$ cat src/led_geom_pkg.sv
`default_nettype none
/* 64x64 panel driven as 32 row pairs, 64 columns per row, 4-bit colour code per pixel
   row and column counters wrap naturally at these widths */
package led_geom_pkg;

	localparam int ROW_W = 5;    // row pairs, upper and lower half share one address
	localparam int COL_W = 6;
	localparam int PIXEL_W = 4;

	typedef logic [ROW_W-1:0] row_t;
	typedef logic [COL_W-1:0] col_t;
	typedef logic [PIXEL_W-1:0] pixel_t;

	// per column FETCH..SHIFT_LO, per row LATCH, SHOW, GAP
	typedef enum logic [2:0] {
		FETCH    = 3'd0,
		DATAWAIT = 3'd1,
		SHIFT_HI = 3'd2,
		SHIFT_LO = 3'd3,
		LATCH    = 3'd4,
		SHOW     = 3'd5,
		GAP      = 3'd6
	} scan_state_t;

endpackage

`default_nettype wire
$ cat src/fb_read_if.sv
`timescale 1ns/1ps
`default_nettype none
/* row and col are sampled while re is high, pixels follow two clock edges later and hold */
interface fb_read_if;
	import led_geom_pkg::*;

	logic re;       // single-cycle read strobe
	row_t row;
	col_t col;
	pixel_t pix_a;  // upper half
	pixel_t pix_b;  // lower half

	modport scan (
		output re,
		output row,
		output col,
		input pix_a,
		input pix_b
	);

	modport store (
		input re,
		input row,
		input col,
		output pix_a,
		output pix_b
	);
endinterface

`default_nettype wire

$ cat src/scan_ctrl.sv
`timescale 1ns/1ps
`default_nettype none
/* 4 clocks per column, 64 columns, then latch, show and gap, display_oe is active low
   outputs are registered from the next state; the very first read after reset is skipped */
module scan_ctrl #(
	parameter int LATCH_CYCLES = 4,
	parameter int SHOW_CYCLES = 8,
	parameter int GAP_CYCLES = 6
) (
	input logic clk,
	input logic rst,
	fb_read_if.scan rd,
	output logic display_clk,
	output logic latch,
	output logic display_oe
);
	import led_geom_pkg::*;

	localparam int MAX_LS = (LATCH_CYCLES > SHOW_CYCLES) ? LATCH_CYCLES : SHOW_CYCLES;
	localparam int MAX_HOLD = (MAX_LS > GAP_CYCLES) ? MAX_LS : GAP_CYCLES;
	localparam int CNT_W = $clog2(MAX_HOLD + 1);

	typedef logic [CNT_W-1:0] hold_t;

	localparam hold_t LATCH_LOAD = hold_t'(LATCH_CYCLES - 1);
	localparam hold_t SHOW_LOAD = hold_t'(SHOW_CYCLES - 1);
	localparam hold_t GAP_LOAD = hold_t'(GAP_CYCLES - 1);
	localparam col_t COL_LAST = '1;

	scan_state_t state;
	scan_state_t state_nxt;
	hold_t hold_cnt;    // shared by LATCH, SHOW and GAP
	logic hold_done;
	row_t row_q;
	col_t col_q;
	logic re_q;

	assign hold_done = (hold_cnt == '0);

	assign rd.re = re_q;
	assign rd.row = row_q;
	assign rd.col = col_q;

	always_comb begin
		state_nxt = state;
		case (state)
			FETCH: begin
				state_nxt = DATAWAIT;
			end
			DATAWAIT: begin
				state_nxt = SHIFT_HI;   // store needs a second edge
			end
			SHIFT_HI: begin
				state_nxt = SHIFT_LO;
			end
			SHIFT_LO: begin
				if (col_q == COL_LAST) begin
					state_nxt = LATCH;
				end else begin
					state_nxt = FETCH;
				end
			end
			LATCH: begin
				if (hold_done) begin
					state_nxt = SHOW;
				end
			end
			SHOW: begin
				if (hold_done) begin
					state_nxt = GAP;
				end
			end
			GAP: begin
				if (hold_done) begin
					state_nxt = FETCH;
				end
			end
			default: begin
				state_nxt = FETCH;
			end
		endcase
	end

	// outputs line up with the state they belong to
	always_ff @(posedge clk or posedge rst) begin
		if (rst) begin
			state <= FETCH;
			re_q <= 1'b0;
			display_clk <= 1'b0;
			latch <= 1'b0;
			display_oe <= 1'b1;    // panel off
		end else begin
			state <= state_nxt;
			re_q <= (state_nxt == FETCH);
			display_clk <= (state_nxt == SHIFT_HI);
			latch <= (state_nxt == LATCH);
			display_oe <= (state_nxt != SHOW);
		end
	end

	always_ff @(posedge clk or posedge rst) begin
		if (rst) begin
			hold_cnt <= '0;
		end else begin
			case (state)
				SHIFT_LO: hold_cnt <= LATCH_LOAD;   // only used after the last column
				LATCH: hold_cnt <= hold_done ? SHOW_LOAD : hold_cnt - 1'b1;
				SHOW: hold_cnt <= hold_done ? GAP_LOAD : hold_cnt - 1'b1;
				GAP: hold_cnt <= hold_done ? hold_cnt : hold_cnt - 1'b1;
				default: hold_cnt <= hold_cnt;
			endcase
		end
	end

	always_ff @(posedge clk or posedge rst) begin
		if (rst) begin
			row_q <= '0;
			col_q <= '0;
		end else if (state == SHIFT_LO && col_q != COL_LAST) begin
			col_q <= col_q + 1'b1;
		end else if (state == GAP && hold_done) begin
			col_q <= '0;
			row_q <= row_q + 1'b1;  // 31 wraps to 0
		end
	end

	a_latch_oe_excl: assert property (
		@(posedge clk) disable iff (rst)
		!(latch && !display_oe)
	) else $error("latch and output enable active together");

	a_clk_in_shift: assert property (
		@(posedge clk) disable iff (rst)
		display_clk |-> (state == SHIFT_HI)
	) else $error("display_clk high outside SHIFT_HI");

	a_hold_params: assert property (
		@(posedge clk)
		(LATCH_CYCLES >= 1) && (SHOW_CYCLES >= 1) && (GAP_CYCLES >= 1)
	) else $error("latch, show and gap lengths must be at least 1");

endmodule

`default_nettype wire

$ cat src/flat_wrapper.sv
// flat-port wrapper written by rule: the top's interface ports become plain ports
module scan_ctrl_flat import led_geom_pkg::*;
#(
	parameter int LATCH_CYCLES = 4,
	parameter int SHOW_CYCLES = 8,
	parameter int GAP_CYCLES = 6
)
  (clk, rst, display_clk, latch, display_oe, rd_re, rd_row, rd_col, rd_pix_a, rd_pix_b);
  fb_read_if rd_i ();
  input logic clk;
  input logic rst;
  output logic display_clk;
  output logic latch;
  output logic display_oe;
  output wire logic [$bits(rd_i.re)-1:0] rd_re;
  output wire logic [$bits(rd_i.row)-1:0] rd_row;
  output wire logic [$bits(rd_i.col)-1:0] rd_col;
  input wire logic [$bits(rd_i.pix_a)-1:0] rd_pix_a;
  input wire logic [$bits(rd_i.pix_b)-1:0] rd_pix_b;
  assign rd_re = rd_i.re;
  assign rd_row = rd_i.row;
  assign rd_col = rd_i.col;
  assign rd_i.pix_a = rd_pix_a;
  assign rd_i.pix_b = rd_pix_b;
  scan_ctrl #(.LATCH_CYCLES(LATCH_CYCLES), .SHOW_CYCLES(SHOW_CYCLES), .GAP_CYCLES(GAP_CYCLES)) u_core (.clk(clk), .rst(rst), .rd(rd_i), .display_clk(display_clk), .latch(latch), .display_oe(display_oe));
endmodule
$ cat config.mk
export PLATFORM = sky130hd
export DESIGN_NAME = scan_ctrl_flat
export DESIGN_NICKNAME = d
export VERILOG_FILES = /design/src/led_geom_pkg.sv /design/src/fb_read_if.sv /design/src/scan_ctrl.sv /design/src/flat_wrapper.sv
export SDC_FILE = /design/constraint.sdc
export NUM_CORES = 1
export LEC_CHECK = 0
export BUFFER_PORTS_ARGS = -buffer_cell sky130_fd_sc_hd__clkbuf_2
export CAP_MARGIN = 10
export CORE_MARGIN = 2
export CORE_UTILIZATION = 47
export DETAILED_ROUTE_END_ITERATION = 10
export PLACE_DENSITY = 0.7
export SETUP_SLACK_MARGIN = 0.02
export SLEW_MARGIN = 5
export SYNTH_ARGS = -nofsm -noshare
export SYNTH_HDL_FRONTEND = slang
export SYNTH_SLANG_ARGS = --single-unit
export TNS_END_PERCENT = 1
$ cat constraint.sdc
create_clock -name clk -period 1.94 [get_ports clk]
set_input_delay 0.388 -clock clk [delete_from_list [all_inputs] [get_ports clk]]
set_output_delay 0.388 -clock clk [all_outputs]
set_load 0.005 [all_outputs]
==> metrics, run 1 <==
H-tree levels 1; reg-to-reg startpoint u_core.hold_cnt[0]; Hold Crit Class in -> async; Max Cap Viol 0; Worst setup SP type flop; Initial Util 0.509; Final Max Slew Viols 0; post-synthesis cell type count 34; Final Non-Filler Cells 174; Critical Path Sink Type flop; main combinational cell family by area after synthesis simple AND/OR/NAND/NOR gates; drt total wl roughly 2300 um; CTS Root Buffer Type clkbuf_4; RSZ-0062 raised after global routing yes; die extent in y about 54 um; Core Area 2280 um^2; register bit total from synthesis 22; wire per inst around 13 um; aggregate global-route resource usage 0.183; proportion of synthesized area in mux cells 0; pin count of the biggest net entering global routing 23; LEAKAGE around 0.65 nW; num rows 17; placed cell count 170; Crit path buffers/inverters 1; Worst path top cell family by delay simple AND/OR/NAND/NOR gates; DRT antenna net count 0; Placed Area about 1300 um^2; Buffers on Ports 16; clock-pin slew on the worst setup and hold paths between 100 and 150 ps; hold_buf cts 0; Tmin final roughly 1900 ps; clock sinks 22; worst skew pair latency around 310 ps; setup_tns 0 ps; CP Launch Point u_core.hold_cnt[0]; Bufs on Longest Clock Path 2; slew margin rel. 0.602; post-synthesis simple-gate area fraction 0.234; Slew @ Worst Pin just under 600 ps; Initial DRC Count 18; Warnings, synthesis 0; Post-Synth XOR/XNOR Area 0.0378; CTS tree yes; status finished, final reports clean; Synth Cell Area 1160 um^2; Max Fclk around 540 MHz; slowest CP cell or3_4; Syn-to-layout area delta 17.4%; Final HPWL DP approximately 1600 um; first-pass GRT wire length 3780 um; Pre-Repair DR Iteration Count 4; Final GP Congestion between 0.7 and 0.8; commonest non-fill, non-tap cells in the layout dfrtp_1, nand2_1, clkbuf_2, o21ai_0, nand3_1; worst-path cell chain inv_1 > ha_1 > or3b_4 > or3_4 > o311ai_2 > o41ai_1; # diodes 0; Pwr per Cell Area between 600 and 700 nW/um^2; initial antenna violation count 0; via/cell ratio about 5.5; reg2reg setup slack a little under 90 ps; CTS buffer count 3; final setup vio count 0; Synth Flop Type dfrtp_1; Post-synth EDFFs 0; Synth Area in Adders 0.0324; asr flop ratio synth 1.00; CP required approximately 2100 ps; Max Fanout on Critical Path 7; Tcrit/Tclk final 0.955; Util after Layout 0.598; layout cells sized above 1 0.233; final instance area 1360 um^2; DIE AREA roughly 2900 um^2; critical path type reg -> reg; compound-cell area share of the yosys netlist 0.171; CP arrival just over 2000 ps; largest stage delay on the critical path approximately 430 ps; Post-layout nets 160; sequential fraction of the synthesis area 0.476; final number of hold-violating endpoints 0; Residual DRC 0; post-CTS setup buffer count 0; Top Ports 25; Peak supply drop 496 uV; chip width between 50 and 60 um; R2R depth 6; Syn Area/Cell about 9.3 um^2; Fill cells 204; reg-to-reg endpoint u_core.rd.col[5]; GR Overflow Total 0; skew final 12.0 ps; commonest non-fill, non-tap cell in the layout dfrtp_1; Syn Inst Count about 120; PostCTS Resize Cnt 1; Synth Net Count roughly 140; number of global-route vias before repair around 860; vias about 960
flip-flops by register name, summed over array words and instances, names as in the netlist:
name	flops
u_core.rd.re	1
u_core.hold_cnt	4
u_core.rd.col	6
u_core.state	3
u_core.rd.row	5
u_core.display_oe	1
u_core.display_clk	1
u_core.latch	1
synth_stat cells, drive strengths merged (2+ instances only):
cell type  count  area share
dfrtp         21        0.45
nor2b          3       0.016
nor3           6       0.030
nand2         19       0.062
a21boi         2       0.013
inv            4       0.013
o21ai         12       0.052
o211ai         3       0.019
nand3         10       0.043
or3            2       0.011
clkbuf         5       0.016
nor2           3      0.0097
a21oi          4       0.017
xnor2          5       0.038
buf            2       0.019
nor3b          2       0.013
ha             3       0.032
o21a           2       0.013
nand3b         2       0.013
nand4          2       0.011
layer usage:
layer	global-route usage	vias to the layer above	routed length (um)
met3	0.0333	2	58
met1	0.228	461	1030
li1	-	485	-
met4	0.0769	0	17
met5	0	-	0
met2	0.311	13	1150
worst max-delay path by stage:
stage | cells after the start | endpoint | slack (ps)
final | 6 | u_core.rd.col[5] | 90
after global routing | 6 | u_core.rd.row[3] | -7
after CTS | 6 | u_core.rd.col[5] | 70
after detailed placement | 6 | u_core.rd.col[5] | -10
after global placement | 6 | u_core.rd.col[5] | 40
after floorplan | 8 | u_core.rd.col[5] | 50
cell type report:
class / count / area, um^2 / area share
tap: 28 / 35.0 / 0.0258
sequential: 22 / 552 / 0.406
clock buffer: 3 / 22.5 / 0.0166
timing repair buffer: 25 / 148 / 0.109
inverter: 4 / 15.0 / 0.0110
multi-input combinational: 91 / 558 / 0.410
clock inverter: 1 / 30.0 / 0.0221
where the power goes:
part	switching, W	internal (W)
logic	0.00000909	0.00000221
registers	0	0.000459
clock network	0.000144	0.000209
metrics by stage:
step	setup slack, ps	total power, W	hold WS [ps]
2_1_floorplan	48.8	0.000474	376
3_3_place_gp	39.9	0.000479	419
3_5_place_dp	-9.97	0.000479	424
4_1_cts	68.7	0.000835	69.1
5_1_grt	-7.08	0.000857	79.1
6_report	86.8	0.000823	65.8
logic make-up (layout without fill, tap and decap cells):
kind of cell / Yosys count / in the layout
AO/OA/AOI/OAI: 30 / 30
flip-flops: 22 / 22
adder cells (fa/ha/maj): 3 / 3
AND/OR/NAND/NOR: 53 / 53
buffers and inverters: 11 / 33
XOR/XNOR: 5 / 5
worst register-to-register path: stages (launching register included):
cell	delay (ps)
dfrtp_1	410
inv_1	70
ha_1	190
or3b_4	420
or3_4	440
o311ai_2	100
o41ai_1	110
No activity file was read; power rests on OpenSTA's default activity.
==> run 2, diff against run 1 <==
==> constraint.sdc (replaced) <==
create_clock -name clk -period 1.94 [get_ports clk]
set_input_delay 0.194 -clock clk [delete_from_list [all_inputs] [get_ports clk]]
set_output_delay 0.194 -clock clk [all_outputs]
set_load 0.005 [all_outputs]
==> run 2 against run 1 <==
- wire length up 3.0%
- power is 0.98% higher
- final cell count grew 0.57%
- largest power group unchanged
- critical path type unchanged
- critical path depth unchanged
- clock power is 2% higher
- first-iteration DRC count rose by 39%
- highest routed layer unchanged
- flip-flop and latch count unchanged
- maximum frequency rose by 1.4%
- die area unchanged
==> metrics, run 2 (same netlist as run 1, synthesis figures left out) <==
Top Ports 25 (unchanged); Core Area 2280 um^2 (unchanged); Final GP Congestion 0.799 (about the same); post-CTS setup buffer count 0 (unchanged); commonest non-fill, non-tap cells in the layout dfrtp_1, nand2_1, clkbuf_2, o21ai_0, nand3_1 (unchanged); Max Fanout on Critical Path 7 (unchanged); worst-path cell chain inv_1 > ha_1 > or3b_4 > or3_4 > o311ai_2 > o41ai_1 (unchanged); chip width 53.7 um (unchanged); Buffers on Ports 16 (unchanged); Final HPWL DP 1650 um (was 1640 um); status finished, final reports clean (unchanged); slowest CP cell or3_4 (unchanged); R2R depth 6 (unchanged); max reg flops 6 (unchanged); Power Total 0.000831 W (was 0.000823 W); critical path type reg -> reg (unchanged); Max Cap Viol 0 (unchanged); CP arrival 2030 ps (was 2040 ps); Tcrit/Tclk final 0.942 (was 0.955); Util after Layout 0.605 (was 0.598); CP required 2150 ps (was 2130 ps); layout cells sized above 1 0.231 (was 0.233); Max Fclk 547 MHz (was 540 MHz); initial antenna violation count 0 (unchanged); DRT antenna net count 0 (unchanged); RSZ-0062 raised after global routing no (was yes); Final WS setup 112 ps (was 86.8 ps); Pwr per Cell Area 604 nW/um^2 (was 605 nW/um^2); aggregate global-route resource usage 0.192 (was 0.183); number of global-route vias before repair 909 (was 862); Bufs on Longest Clock Path 2 (unchanged); Peak supply drop 421 uV (was 496 uV); skew final 8.84 ps (was 12.0 ps); via/cell ratio 5.64 (was 5.52); # diodes 0 (unchanged); wire per inst 13.3 um (was 13.0 um); LEAKAGE 0.673 nW (was 0.652 nW); GR Overflow Total 0 (unchanged); final setup vio count 0 (unchanged); final number of hold-violating endpoints 0 (unchanged); num rows 17 (unchanged); Final Non-Filler Cells 175 (was 174); Critical Path Sink Type flop (unchanged); CTS Root Buffer Type clkbuf_4 (unchanged); die extent in y 53.7 um (unchanged); setup_tns 0 ps (unchanged); commonest non-fill, non-tap cell in the layout dfrtp_1 (unchanged); pin count of the biggest net entering global routing 23 (unchanged); Tmin final 1830 ps (was 1850 ps); vias 987 (was 961); clock sinks 22 (unchanged); first-pass GRT wire length 3930 um (was 3780 um); clock-pin slew on the worst setup and hold paths 130 ps (about the same); Syn-to-layout area delta 18.8% (was 17.4%); slew margin rel. 0.607 (was 0.602); DIE AREA 2880 um^2 (unchanged); Worst setup SP type flop (unchanged); Final Max Slew Viols 0 (unchanged); Initial Util 0.509 (unchanged); worst skew pair latency 320 ps (was 310 ps); H-tree levels 1 (unchanged); Hold Crit Class in -> async (unchanged); CTS tree yes (unchanged); Pre-Repair DR Iteration Count 4 (unchanged); placed cell count 170 (unchanged); pre-CTS WS 35.8 ps (was -9.97 ps); Initial DRC Count 25 (was 18); drt total wl 2320 um (was 2260 um); Residual DRC 0 (unchanged); CTS buffer count 3 (unchanged); Post-layout nets 161 (was 160); Slew @ Worst Pin 586 ps (was 593 ps); largest stage delay on the critical path 440 ps (was 430 ps); Fill cells 193 (was 204)
-- run 2: cell count changes in the layout (fill, tap and decap cells not counted) --
cell           previous run  this run
dlygate4sd3_1             0         1
nor3_4                    0         1
nor3_2                    1         0
-- run 2: area by class of cell --
type | count | area [um^2] | share of cell area
well taps | 28 | 35.0 | 0.0255
inverters | 4 | 15.0 | 0.0109
flip-flops and latches | 22 | 552 | 0.401
repair buffers | 26 | 158 | 0.115
clock inverters | 1 | 30.0 | 0.0218
clock buffers | 3 | 22.5 | 0.0164
multi-input cells | 91 | 564 | 0.410
-- run 2: metrics by stage --
stage	hold slack [ps]	cell area, um^2
floorplan	182	1160
global placement	225	1300
detailed placement	229	1300
CTS	421	1370
global route	454	1380
finish	412	1380
-- run 2: repair_timing --
action,4_1_cts,5_1_grt
hold endpoints to repair,21,0
hold buffers,1,0
cloned,0,0
setup endpoints to repair,2,2
pin swaps,0,0
resized for setup,1,2
-- run 2: final timing paths --
kind / slack, ps / endpoint / start
worst max-delay path: 110 / u_core.rd.col[5] / u_core.hold_cnt[0]
worst min-delay path: 410 / u_core.state[2] / rst
worst max register to register: 110 / u_core.rd.col[5] / u_core.hold_cnt[0]
worst min register to register: 480 / u_core.rd.row[4] / u_core.rd.row[4]
max in group asynchronous: 1250 / u_core.display_oe / rst
min in group clk: 480 / u_core.rd.row[4] / u_core.rd.row[4]
-- run 2: report_power, final --
| part | switching, W | internal (W) |
|---|---|---|
| combinational | 0.00000929 | 0.00000351 |
| sequential | 0 | 0.000459 |
| clock | 0.000150 | 0.000209 |
| total | 0.000159 | 0.000671 |
-- run 2: routing by layer --
layer | up-vias | wire length [um] | GRT usage
met1 | 480 | 1050 | 0.238
met2 | 14 | 1170 | 0.319
li1 | 489 | - | -
met4 | 0 | 36 | 0.103
met3 | 4 | 68 | 0.0333
met5 | - | 0 | 0
-- run 2: worst max-delay path, delay by kind of cell (launching register included) --
family | cells | cell delay [ps]
simple gates | 2 | 860
flops | 1 | 410
compound gates | 2 | 210
fa+ha+maj | 1 | 160
buf+inv | 1 | 70
